<file path="config.mk">
export PLATFORM = sky130hd
export DESIGN_NAME = pong_io_shell
export DESIGN_NICKNAME = d
export VERILOG_FILES = /design/src/hw/pong_bus_pkg.sv /design/src/hw/pong_io_pkg.sv /design/src/hw/setting_regs.sv /design/src/hw/controller_decode.sv /design/src/hw/video_cleanup.sv /design/src/hw/audio_i2s_out.sv /design/src/hw/pong_io_shell.sv
export VERILOG_INCLUDE_DIRS = /design/src /design/src/hw
export SDC_FILE = /design/constraint.sdc
export NUM_CORES = 1
export LEC_CHECK = 0
export ABC_AREA = 1
export BUFFER_PORTS_ARGS = -buffer_cell sky130_fd_sc_hd__buf_2
export CORE_MARGIN = 8
export CORE_UTILIZATION = 37
export CTS_BUF_LIST = sky130_fd_sc_hd__clkbuf_8
export CTS_CLUSTER_DIAMETER = 200
export DETAILED_ROUTE_END_ITERATION = 10
export GPL_TIMING_DRIVEN = 0
export PLACE_DENSITY = 0.76
export SYNTH_ARGS = -nofsm -noshare
export SYNTH_HDL_FRONTEND = slang
export SYNTH_SLANG_ARGS = --single-unit
</file>
<file path="constraint.sdc">
create_clock -name clk_74a -period 4.3 [get_ports clk_74a]
set_input_delay 0.43 -clock clk_74a [delete_from_list [all_inputs] [get_ports clk_74a]]
set_output_delay 0.43 -clock clk_74a [all_outputs]
set_load 0.005 [all_outputs]
</file>
<file path="src/hw/pong_io_defines.svh">
/*
  bridge addresses of the game settings, mclk accumulator constants,
  audio tone level and i2s frame counts
*/
`ifndef PONG_IO_DEFINES_SVH
`define PONG_IO_DEFINES_SVH

//////////////////////////////
// setting register addresses
`define PONG_ADDR_SCORE_STOP    32'h0000_0000
`define PONG_ADDR_COIN_RESET    32'h0000_000C
`define PONG_ADDR_DOUBLE_PADDLE 32'h0000_0014
`define PONG_ADDR_TRAINING      32'h0000_0018

//////////////////////////////
// audio
// mclk toggles at 74.25 MHz * step / wrap, about 24.576 MHz
`define PONG_MCLK_STEP  22'd245760
`define PONG_MCLK_WRAP  22'd742500

// sample sent while the game's sound bit is high
`define PONG_TONE_WORD  32'h7000_7000

// bit periods per channel, of which only the first carry data
`define PONG_I2S_SLOT   32
`define PONG_I2S_ACTIVE 16

`endif

</file>
<file path="src/hw/pong_bus_pkg.sv">
/*
  bridge bus request type and the game setting register type
*/
package pong_bus_pkg;

  //////////////////////////////
  // bridge bus, synchronous to clk_74a
  // rd and wr are single-cycle strobes, no back-pressure
  typedef struct packed {
    logic [31:0] addr;
    logic        rd;
    logic        wr;
    logic [31:0] wr_data;
  } bridge_req_t;

  //////////////////////////////
  // game settings written by the host
  typedef struct packed {
    logic score_stop_at_15;
    logic prevent_coin_reset;
    logic double_paddle_height;
    logic training_mode;
  } game_settings_t;

endpackage

</file>
<file path="src/hw/pong_io_pkg.sv">
/*
  controller key bitmap, player control, video and i2s types
*/
package pong_io_pkg;

  // one controller key word, msb first
  typedef struct packed {
    logic [2:0]  pad_type;
    logic [12:0] rsvd;
    logic        start;
    logic        select;
    logic        r3;
    logic        l3;
    logic        r2;
    logic        l2;
    logic        r1;
    logic        l1;
    logic        face_y;
    logic        face_x;
    logic        face_b;
    logic        face_a;
    logic        right;
    logic        left;
    logic        down;
    logic        up;
  } cont_key_t;

  // controls of a single paddle
  typedef struct packed {
    logic up;
    logic down;
    logic fine;
  } paddle_ctrl_t;

  typedef struct packed {
    paddle_ctrl_t p1;
    paddle_ctrl_t p2;
  } player_ctrl_t;

  typedef struct packed {
    logic        de;
    logic        hs;
    logic        vs;
    logic [23:0] rgb;
  } video_t;

  typedef struct packed {
    logic mclk;
    logic bclk;
    logic lrck;
    logic dac;
  } i2s_t;

endpackage

</file>
<file path="src/hw/setting_regs.sv">
/*
  game setting registers on the bridge bus
  write decode, reset values and registered readback
*/
`include "pong_io_defines.svh"

module setting_regs (
  input  logic                        clk_74a,
  input  logic                        arst_n,
  input  pong_bus_pkg::bridge_req_t   bridge,
  output logic [31:0]                 bridge_rd_data,
  output pong_bus_pkg::game_settings_t settings
);

  // coin reset protection is on out of reset
  localparam pong_bus_pkg::game_settings_t SETTINGS_RST = '{
    score_stop_at_15:     1'b0,
    prevent_coin_reset:   1'b1,
    double_paddle_height: 1'b0,
    training_mode:        1'b0
  };

  logic rd_bit;

  // readback mux, unmapped addresses read as zero
  always_comb
  begin
    case (bridge.addr)
      `PONG_ADDR_SCORE_STOP:    rd_bit = settings.score_stop_at_15;
      `PONG_ADDR_COIN_RESET:    rd_bit = settings.prevent_coin_reset;
      `PONG_ADDR_DOUBLE_PADDLE: rd_bit = settings.double_paddle_height;
      `PONG_ADDR_TRAINING:      rd_bit = settings.training_mode;
      default:                  rd_bit = 1'b0;
    endcase
  end

  always_ff @(posedge clk_74a or negedge arst_n)
  begin
    if (!arst_n)
    begin
      settings       <= SETTINGS_RST;
      bridge_rd_data <= 32'd0;
    end
    else
    begin
      if (bridge.wr)
      begin
        case (bridge.addr)
          `PONG_ADDR_SCORE_STOP:    settings.score_stop_at_15     <= bridge.wr_data[0];
          `PONG_ADDR_COIN_RESET:    settings.prevent_coin_reset   <= bridge.wr_data[0];
          `PONG_ADDR_DOUBLE_PADDLE: settings.double_paddle_height <= bridge.wr_data[0];
          `PONG_ADDR_TRAINING:      settings.training_mode        <= bridge.wr_data[0];
          default: ;
        endcase
      end
      // held until the next read
      if (bridge.rd)
        bridge_rd_data <= {31'd0, rd_bit};
    end
  end

endmodule

</file>
<file path="src/hw/controller_decode.sv">
/*
  controller key synchronizers, player control mapping
  and the coin pulse from the start key
*/
module controller_decode (
  input  logic                      clk_74a,
  input  logic                      arst_n,
  input  pong_io_pkg::cont_key_t    cont1_key,
  input  pong_io_pkg::cont_key_t    cont2_key,
  output pong_io_pkg::player_ctrl_t player_ctrl,
  output logic                      coin_insert
);

  pong_io_pkg::cont_key_t cont1_meta;
  pong_io_pkg::cont_key_t cont1_sync;
  pong_io_pkg::cont_key_t cont2_meta;
  pong_io_pkg::cont_key_t cont2_sync;
  logic                   start_prev;
  logic                   share_p2;

  //////////////////////////////
  // two-stage synchronizers
  always_ff @(posedge clk_74a or negedge arst_n)
  begin
    if (!arst_n)
    begin
      cont1_meta <= '0;
      cont1_sync <= '0;
      cont2_meta <= '0;
      cont2_sync <= '0;
    end
    else
    begin
      cont1_meta <= cont1_key;
      cont1_sync <= cont1_meta;
      cont2_meta <= cont2_key;
      cont2_sync <= cont2_meta;
    end
  end

  //////////////////////////////
  // player mapping
  // a plain pad on port 1 (pad type 0) can also steer player 2
  assign share_p2 = (cont1_sync.pad_type == 3'b000);

  assign player_ctrl.p1.up   = cont1_sync.up;
  assign player_ctrl.p1.down = cont1_sync.down;
  assign player_ctrl.p1.fine = cont1_sync.l1;

  assign player_ctrl.p2.up   = cont2_sync.up   | (share_p2 & cont1_sync.face_x);
  assign player_ctrl.p2.down = cont2_sync.down | (share_p2 & cont1_sync.face_b);
  assign player_ctrl.p2.fine = cont2_sync.l1   | (share_p2 & cont1_sync.r1);

  //////////////////////////////
  // coin pulse, one cycle per press so holding start does not repeat
  always_ff @(posedge clk_74a or negedge arst_n)
  begin
    if (!arst_n)
    begin
      start_prev  <= 1'b0;
      coin_insert <= 1'b0;
    end
    else
    begin
      start_prev  <= cont1_sync.start;
      coin_insert <= cont1_sync.start & ~start_prev;
    end
  end

endmodule

</file>
<file path="src/hw/video_cleanup.sv">
/*
  video output conditioning for the scaler
  rgb blanked outside de, syncs cut to single-cycle pulses
*/
module video_cleanup (
  input  logic                clk_74a,
  input  logic                arst_n,
  input  pong_io_pkg::video_t game_video,
  output pong_io_pkg::video_t video
);

  logic hs_prev;
  logic vs_prev;

  always_ff @(posedge clk_74a or negedge arst_n)
  begin
    if (!arst_n)
    begin
      video   <= '0;
      hs_prev <= 1'b0;
      vs_prev <= 1'b0;
    end
    else
    begin
      video.de  <= game_video.de;
      // scaler expects black outside the active window
      video.rgb <= game_video.de ? game_video.rgb : 24'd0;

      // pulse on the rising edge of each sync level
      video.hs <= game_video.hs & ~hs_prev;
      video.vs <= game_video.vs & ~vs_prev;
      hs_prev  <= game_video.hs;
      vs_prev  <= game_video.vs;
    end
  end

endmodule

</file>
<file path="src/hw/audio_i2s_out.sv">
/*
  i2s output of the game sound
  fractional mclk accumulator, bclk divider and the sample serializer
*/
`include "pong_io_defines.svh"

module audio_i2s_out (
  input  logic              clk_74a,
  input  logic              arst_n,
  input  logic              sound,
  output pong_io_pkg::i2s_t i2s
);

  localparam logic [4:0] SLOT_LAST  = 5'(`PONG_I2S_SLOT - 1);
  localparam logic [4:0] ACTIVE_CNT = 5'(`PONG_I2S_ACTIVE);

  logic [21:0] mclk_acc;
  logic        mclk_hit;
  logic        mclk_rise;
  logic        mclk;
  logic [1:0]  mclk_div;
  logic        bclk_prev;
  logic        bclk_fall;
  logic [4:0]  slot_cnt;
  logic [31:0] shifter;
  logic        lrck;
  logic        dac;

  //////////////////////////////
  // mclk and bclk strobes
  assign mclk_hit  = (mclk_acc >= `PONG_MCLK_WRAP);
  assign mclk_rise = mclk_hit & ~mclk;
  // bclk is the msb of the mclk divider
  assign bclk_fall = bclk_prev & ~mclk_div[1];

  always_ff @(posedge clk_74a or negedge arst_n)
  begin
    if (!arst_n)
    begin
      mclk_acc  <= 22'd0;
      mclk      <= 1'b0;
      mclk_div  <= 2'd0;
      bclk_prev <= 1'b0;
    end
    else
    begin
      mclk_acc  <= mclk_hit ? mclk_acc - `PONG_MCLK_WRAP + `PONG_MCLK_STEP
                            : mclk_acc + `PONG_MCLK_STEP;
      if (mclk_hit)
        mclk <= ~mclk;
      if (mclk_rise)
        mclk_div <= mclk_div + 2'd1;
      bclk_prev <= mclk_div[1];
    end
  end

  //////////////////////////////
  // serializer, steps once per bclk falling edge
  always_ff @(posedge clk_74a or negedge arst_n)
  begin
    if (!arst_n)
    begin
      slot_cnt <= 5'd0;
      lrck     <= 1'b0;
      dac      <= 1'b0;
      shifter  <= 32'd0;
    end
    else if (bclk_fall)
    begin
      dac      <= shifter[31];
      slot_cnt <= slot_cnt + 5'd1;
      if (slot_cnt == SLOT_LAST)
      begin
        lrck <= ~lrck;
        // new sample at the start of each left/right pair
        if (!lrck)
          shifter <= sound ? `PONG_TONE_WORD : 32'd0;
      end
      else if (slot_cnt < ACTIVE_CNT)
      begin
        shifter <= {shifter[30:0], 1'b0};
      end
    end
  end

  assign i2s.mclk = mclk;
  assign i2s.bclk = mclk_div[1];
  assign i2s.lrck = lrck;
  assign i2s.dac  = dac;

endmodule

</file>
<file path="src/hw/pong_io_shell.sv">
/*
  top level of the paddle-game i/o shell
  settings, controller decode, video cleanup and i2s audio
*/
module pong_io_shell (
  input  logic                         clk_74a,
  input  logic                         arst_n,
  input  pong_bus_pkg::bridge_req_t    bridge,
  output logic [31:0]                  bridge_rd_data,
  output pong_bus_pkg::game_settings_t settings,
  input  pong_io_pkg::cont_key_t       cont1_key,
  input  pong_io_pkg::cont_key_t       cont2_key,
  output pong_io_pkg::player_ctrl_t    player_ctrl,
  output logic                         coin_insert,
  input  pong_io_pkg::video_t          game_video,
  output pong_io_pkg::video_t          video,
  input  logic                         sound,
  output pong_io_pkg::i2s_t            i2s
);

  //////////////////////////////
  // host side
  setting_regs setting_regs_i (
    .clk_74a        (clk_74a),
    .arst_n         (arst_n),
    .bridge         (bridge),
    .bridge_rd_data (bridge_rd_data),
    .settings       (settings)
  );

  //////////////////////////////
  // player inputs
  controller_decode controller_decode_i (
    .clk_74a     (clk_74a),
    .arst_n      (arst_n),
    .cont1_key   (cont1_key),
    .cont2_key   (cont2_key),
    .player_ctrl (player_ctrl),
    .coin_insert (coin_insert)
  );

  //////////////////////////////
  // outputs to scaler and dac
  video_cleanup video_cleanup_i (
    .clk_74a    (clk_74a),
    .arst_n     (arst_n),
    .game_video (game_video),
    .video      (video)
  );

  audio_i2s_out audio_i2s_out_i (
    .clk_74a (clk_74a),
    .arst_n  (arst_n),
    .sound   (sound),
    .i2s     (i2s)
  );

endmodule

</file>
==> results of run 1 <==
[critical path: stages (launching register included)]
cell,delay (ns)
dfrtp_1,0.41
ha_1,0.22
nand2_1,0.07
nor2_1,0.05
ha_1,0.21
inv_1,0.09
nand2_1,0.07
nand3_2,0.10
clkinv_1,0.24
nand3_1,0.26
o311ai_0,0.16
[cell families (layout without fill, tap and decap cells)]
| kind of cell | count (synthesis) | after routing | synth area share (%) |
|---|---|---|---|
| flip-flops | 113 | 113 | 54.3 |
| buffers and inverters | 140 | 293 | 13.4 |
| other | 1 | 31 | 0.0720 |
| XOR/XNOR | 16 | 16 | 2.83 |
| adder cells (fa/ha/maj) | 8 | 8 | 1.92 |
| AND/OR/NAND/NOR | 275 | 275 | 22.6 |
| AO/OA/AOI/OAI | 43 | 43 | 4.90 |
[timing repair]
action,CTS,global route
endpoints found under the hold margin,30,0
hold buffers,1,0
setup buffers,0,0
[placed cells by master, fill, tap and decap left out, types with 8 or more instances in the layout]
master and count:
buf_2 122, conb_1 31, buf_4 39, nand2_1 161
clkbuf_8 19, nor2_1 50, o21ai_0 16, inv_1 83
dfrtp_1 112, nand3_1 35, xor2_1 13, ha_1 8
[layer usage]
metal | GRT usage (%) | up-vias | wire length [microns]
li1 | - | 2102 | -
met1 | 14.9 | 1842 | 4550
met2 | 21.0 | 91 | 5560
met3 | 3.83 | 5 | 701
met4 | 5.24 | 0 | 83
met5 | 0 | - | 0
[registers in the layout, summed over array words and instances, names as in the netlist, 2 cells and up]
register	count
setting_regs_i.settings	4
controller_decode_i.cont1_sync	7
controller_decode_i.player_ctrl	3
controller_decode_i.cont2_sync	3
audio_i2s_out_i.mclk_div	2
audio_i2s_out_i.mclk_acc	20
audio_i2s_out_i.shifter	20
controller_decode_i.cont1_meta	10
audio_i2s_out_i.slot_cnt	5
video_cleanup_i.video	27
controller_decode_i.cont2_meta	3
[cell usage after synthesis, types with 2 or more instances]
| library cell | count | share of area (%) |
|---|---|---|
| nor3_1 | 3 | 0.29 |
| xor2_1 | 13 | 2.2 |
| nand4_1 | 2 | 0.24 |
| o21ai_0 | 16 | 1.5 |
| dfrtp_1 | 112 | 54 |
| or2_2 | 2 | 0.24 |
| nor3_2 | 2 | 0.38 |
| o31ai_1 | 7 | 1.0 |
| nor2_2 | 3 | 0.36 |
| nor4_1 | 4 | 0.48 |
| o21ai_1 | 5 | 0.48 |
| a21oi_1 | 7 | 0.67 |
| o21bai_1 | 5 | 0.72 |
| nor2_1 | 50 | 3.6 |
| nand2_2 | 4 | 0.48 |
| buf_2 | 3 | 0.29 |
| nand3b_1 | 3 | 0.43 |
| clkinv_1 | 2 | 0.14 |
| buf_4 | 38 | 5.5 |
| ha_1 | 8 | 1.9 |
| o311ai_0 | 2 | 0.34 |
| inv_1 | 82 | 5.9 |
| nand3_1 | 35 | 3.4 |
| nand2_1 | 161 | 12 |
| inv_2 | 6 | 0.43 |
| buf_6 | 2 | 0.43 |
| xnor2_1 | 2 | 0.34 |
| nand3_2 | 2 | 0.38 |
| clkbuf_1 | 5 | 0.36 |
[metrics by stage]
stage	util (%)	instance area, sq um	worst slack [ns]	instances
floorplan	-	5320	2.57	626
global placement	44.5	6150	1.49	926
detailed placement	44.7	6180	2.27	927
CTS	47.7	6590	2.26	959
global route	47.7	6590	2.04	959
finish	47.7	6590	2.26	959
[power by group through the flow]
stage	clock (mW)	combinational [mW]	sequential, mW
floorplan	0	0.0520	1.12
global placement	0	0.133	1.11
detailed placement	0	0.138	1.12
CTS	1.04	0.139	1.10
global route	1.10	0.158	1.10
finish	1.01	0.137	1.10
[final timing paths]
check                                                   start                                 end  slack [ns]  cells after the start
max in group asynchronous                              arst_n            video_cleanup_i.video[8]        3.01                      3
min in group asynchronous                              arst_n                audio_i2s_out_i.lrck        0.54                      2
max reg2reg                       audio_i2s_out_i.slot_cnt[0]         audio_i2s_out_i.shifter[28]        2.26                     10
max                               audio_i2s_out_i.slot_cnt[0]         audio_i2s_out_i.shifter[28]        2.26                     10
min reg2reg                controller_decode_i.cont1_meta[30]  controller_decode_i.cont1_sync[30]        0.35                      0
min                                              cont1_key[1]   controller_decode_i.cont1_meta[1]        0.12                      1
[area by class of cell]
type / count / share of cell area [%]
sequential: 113 / 42.9
multi-input combinational: 373 / 27.2
timing repair buffer: 122 / 9.72
buffer: 49 / 5.41
inverter: 91 / 5.20
clock buffer: 19 / 3.97
tap: 180 / 3.42
clock inverter: 12 / 2.14
==> run_results.csv, run 1 <==
group,metric,value,unit
global_routing,track_usage,12.6,%
drt,dr.pass1.iters,4,
timing,tightest_slew,0.548,ns
placed_design,port-buffer-count,120,
drt,wire_per_inst,11.4,microns
critical_path,crit_path_start_kind,"flip-flop",
die,dieArea,18100,sq um
pwr,pwr-share-comb,6.1,%
clock_network,clkSinkCount,113,
clock_network,cts-root-buf,"clkbuf_8",
yosys,syn-cell-area,5210,sq um
final_layout,n_fill_cell,1314,
timing,hold-worst-slack,0.121,ns
placed_design,gp_congestion,0.819,
critical_path,crit_path_max_fanout,10,
die,die_h,135,microns
die,ioPinCount,234,
timing,finalCritPeriodShare,47.5,%
timing,max_freq,489,MHz
clock_network,post_cts_resize_count,0,
timing,slew_viol_final,0,
pwr,clkPwrFrac,45.0,%
yosys,synth_edf_count,0,
global_routing,antenna_found_initial,0,
pwr,p_total,2.24,mW
final_layout,n_antenna_cell,0,
status,run_status,"completed",
final_layout,multi_input_area,1800,sq um
timing,setup_violations,0,
drt,wirelength,10900,microns
die,core,13800,sq um
yosys,ys_types,39,
pwr,leakage,3.75,nW
timing,rsz0062_at_grt,"false",
yosys,synth-seq-cells,113,
pwr,power_density,340,nW/um^2
timing,clock_skew,0.0110,ns
placed_design,dp_hpwl,8240,microns
critical_path,arrival,2.30,ns
timing,fin_tns_setup,0,ns
pwr,sequentialPowerShare,48.9,%
clock_network,cts_tree,"yes",
yosys,netlist_instances,596,
clock_network,clock_latency,0.41,ns
critical_path,end_kind,"flip-flop",
global_routing,grt_max_degree,72,
die,die_x,135,microns
pwr,max-vdd-ir-drop,270,uV
critical_path,cp.required,4.56,ns
clock_network,h-tree-depth,4,
clock_network,clk_pin_slew,0.07,ns
yosys,yosysWarnings,0,
drt,drt_iter0_markers,219,
yosys,async_reset_ff_share,100,%
drt,vias_per_cell,4.21,
timing,layout_min_cycle_time,2.04,ns
drt,drc_errors,0,
die,start_util,37.7,%
timing,hold_viol,0,
final_layout,seqCellArea,2830,sq um
drt,drtAntennaViolNets,0,
clock_network,cts.path.max_buffers,2,
pwr,switching_share,21.9,%
yosys,synth-seq-area-share,54.3,%
yosys,syn_area_per_cell,8.74,sq um
global_routing,grt_pass1_vias,3901,
yosys,ys_dominant_reg_cell,"dfrtp_1",
job,max-cap-violations,0,
worst_hold_path,hp-class,"primary input to flip-flop",
clock_network,cts_buffers,17,
drt,vias,4040,
timing,relSlewSlack,63.5,%
pwr,p_sw,0.492,mW
critical_path,critPathKind,"flip-flop to flip-flop",
final_layout,area_growth,26.5,%
final_layout,final_layout_size_suffix_gt1_share,28.2,%
global_routing,grt_pass1_wl,18600,microns
global_routing,gr-total-overflow,0,
final_layout,num-nets-final,935,
pwr,p_int,1.75,mW
die,row_count,43,
(Power assumes the default switching activity.)
==> run 2: changes to the inputs <==
Settings changed: PLACE_DENSITY 0.76 to 0.79.
Clock period 4.3 ns to 1.8 ns, I/O delays scaled along.
==> run 2 against run 1 <==
Compared with the run above: clock skew fell by 0.00072 ns; design area rose by 8.8%; sequential share of layout area fell by 3.5 points; utilization rose by 4.2 points; register-to-register slack got worse by 2.2 ns; non-clock buffer count rose by 53.
==> run_results.csv, run 2 (same netlist as run 1, synthesis figures left out) <==
group,metric,value,unit
global_routing,gr-total-overflow,0,
final_layout,instances_no_fill,1014,
global_routing,grt_max_degree,69,
timing,hold-worst-slack,0.0672,ns
die,dieArea,18100,sq um
pwr,sequentialPowerShare,48.8,%
timing,relSlewSlack,59.8,%
critical_path,critPathKind,"flip-flop to flip-flop",
die,die_x,135,microns
drt,dr.pass1.iters,5,
final_layout,layout_common_cells,"nand2_1 (159), buf_2 (121), dfrtp_1 (111), inv_1 (85), nor2_1 (50)",
final_layout,top_register,"video_cleanup_i.video",
critical_path,reg2reg_from,"audio_i2s_out_i.slot_cnt[0]",
critical_path,end_kind,"flip-flop",
timing,max_freq,578,MHz
pwr,max-vdd-ir-drop,518,uV
critical_path,crit_path_start_kind,"flip-flop",
timing,setup_violations,0,
placed_design,place_area,6180,sq um
final_layout,largest_register_ffs,27,
final_layout,final_layout_size_suffix_gt1_share,28.6,%
pwr,p_int,4.17,mW
clock_network,cts_tree,"yes",
clock_network,cts-root-buf,"clkbuf_8",
clock_network,clock_latency,0.42,ns
die,core,13800,sq um
final_layout,largest_registers,"video_cleanup_i.video (27), audio_i2s_out_i.mclk_acc (20), audio_i2s_out_i.shifter (20)",
placed_design,dp_cells,927,
timing,clock_skew,0.0102,ns
drt,wire_per_inst,12.0,microns
pwr,pwr-share-comb,7.7,%
critical_path,arrival,2.03,ns
clock_network,clk_pin_slew,0.07,ns
critical_path,regToRegSetupSlack,0.07,ns
clock_network,cts_buffers,17,
critical_path,r2r_cells,11,
timing,finalCritPeriodShare,96.2,%
die,start_util,37.7,%
timing,layout_min_cycle_time,1.73,ns
final_layout,seqCellArea,2830,sq um
global_routing,grt_pass1_vias,4250,
critical_path,crit_path_max_fanout,6,
placed_design,gp_congestion,0.843,
die,ioPinCount,234,
drt,wirelength,12200,microns
drt,vias,4344,
drt,vias_per_cell,4.28,
final_layout,mostFrequentLayoutCell,"nand2_1",
timing,slew_viol_final,0,
timing,hold_viol,0,
placed_design,port-buffer-count,120,
final_layout,area_growth,37.7,%
global_routing,grt_pass1_wl,19900,microns
status,run_status,"completed",
final_layout,n_fill_cell,1212,
pwr,leakage,3.99,nW
critical_path,reg2reg_to,"audio_i2s_out_i.shifter[21]",
global_routing,track_usage,13.6,%
final_layout,num-nets-final,988,
worst_hold_path,hold_path_depth,3,
die,die_h,135,microns
clock_network,h-tree-depth,4,
drt,drtAntennaViolNets,0,
final_layout,multi_input_area,1840,sq um
critical_path,cp.required,2.10,ns
job,max-cap-violations,0,
global_routing,antenna_found_initial,1,
drt,drt_iter0_markers,189,
pwr,power_density,748,nW/um^2
final_layout,final_area,7180,sq um
drt,drc_errors,0,
worst_hold_path,hold_end,"setting_regs_i.settings[3]",
placed_design,dp_hpwl,8250,microns
pwr,switching_share,22.4,%
clock_network,clkSinkCount,113,
worst_hold_path,hp-start,"bridge[32]",
pwr,p_sw,1.20,mW
clock_network,cts.path.max_buffers,2,
timing,tightest_slew,0.603,ns
worst_hold_path,hp-class,"primary input to flip-flop",
pwr,clkPwrFrac,43.5,%
die,row_count,43,
==> run 2: cell count changes in the layout (fill, tap and decap cells not counted), sizes merged, moves of 2 or more <==
cell,delta
clkinv,-4
buf,+8
clkinvlp,+3
dlygate4sd3,+45
clkbuf,-2
inv,+4
==> run 2: critical path, cell delays in order (launching register included) <==
cell and delay [ns]:
dfrtp_1 0.40, ha_1 0.21, nand2_1 0.07, nor2_1 0.04
ha_2 0.18, inv_1 0.11, nand2_2 0.08, nand3_4 0.12
clkinv_4 0.09, buf_4 0.15, nand3_1 0.07, o21ai_0 0.09
==> run 2: layout make-up <==
class | instances | share of cell area [%]
Inverter | 91 | 4.88
Clock buffer | 17 | 3.26
Tap cell | 180 | 3.14
Antenna cell | 1 | 0.0349
Sequential cell | 113 | 39.4
Clock inverter | 15 | 2.16
Buffer | 49 | 5.20
Timing Repair Buffer | 175 | 16.3
Multi-Input combinational cell | 373 | 25.6
==> run 2: worst max path at each step <==
stage                                      startpoint                           end  cells after the start
after CTS                 audio_i2s_out_i.slot_cnt[0]   audio_i2s_out_i.shifter[28]                      9
after detailed placement  audio_i2s_out_i.slot_cnt[0]   audio_i2s_out_i.shifter[28]                     10
after global routing      audio_i2s_out_i.slot_cnt[1]   audio_i2s_out_i.shifter[22]                      9
after floorplan           audio_i2s_out_i.slot_cnt[0]   audio_i2s_out_i.shifter[13]                     10
final                     audio_i2s_out_i.slot_cnt[0]   audio_i2s_out_i.shifter[21]                     11
after global placement                         arst_n  audio_i2s_out_i.mclk_acc[15]                      1
==> run 2: stage by stage <==
stage / worst slack, ns / power (mW) / TNS [ns] / util, %
finish: 0.0688 / 5.37 / 0 / 51.9
global route: -0.0571 / 5.61 / -0.336 / 51.9
CTS: -0.00138 / 5.44 / -0.00138 / 51.0
detailed placement: -0.222 / 3.00 / -2.14 / 44.7
global placement: -0.730 / 2.98 / -83.07 / 44.5
floorplan: 0.0689 / 2.79 / 0 / -
==> run 2: per-layer routing <==
| layer | global-route usage (%) | vias to the layer above | share of wire, % |
|---|---|---|---|
| li1 | - | 2207 | - |
| met1 | 14.7 | 2003 | 39 |
| met2 | 23.4 | 116 | 52 |
| met3 | 4.35 | 18 | 6.6 |
| met4 | 7.11 | 0 | 2.0 |
| met5 | 0 | - | 0 |
==> run 2: timing repair <==
action | CTS | global route
endpoints found under the hold margin | 90 | 0
resized for setup | 8 | 21
pin swaps | 0 | 2
hold buffers | 46 | 0
buffers inserted | 1 | 6
gates cloned | 0 | 1
endpoints found under the setup margin | 32 | 43
==> run 2: power by group through the flow <==
stage	Combinational, mW	Clock [mW]	Sequential (mW)
after floorplan	0.124	0	2.67
after global placement	0.316	0	2.66
after detailed placement	0.332	0	2.67
after CTS	0.410	2.41	2.62
after global routing	0.467	2.52	2.62
final	0.414	2.34	2.62
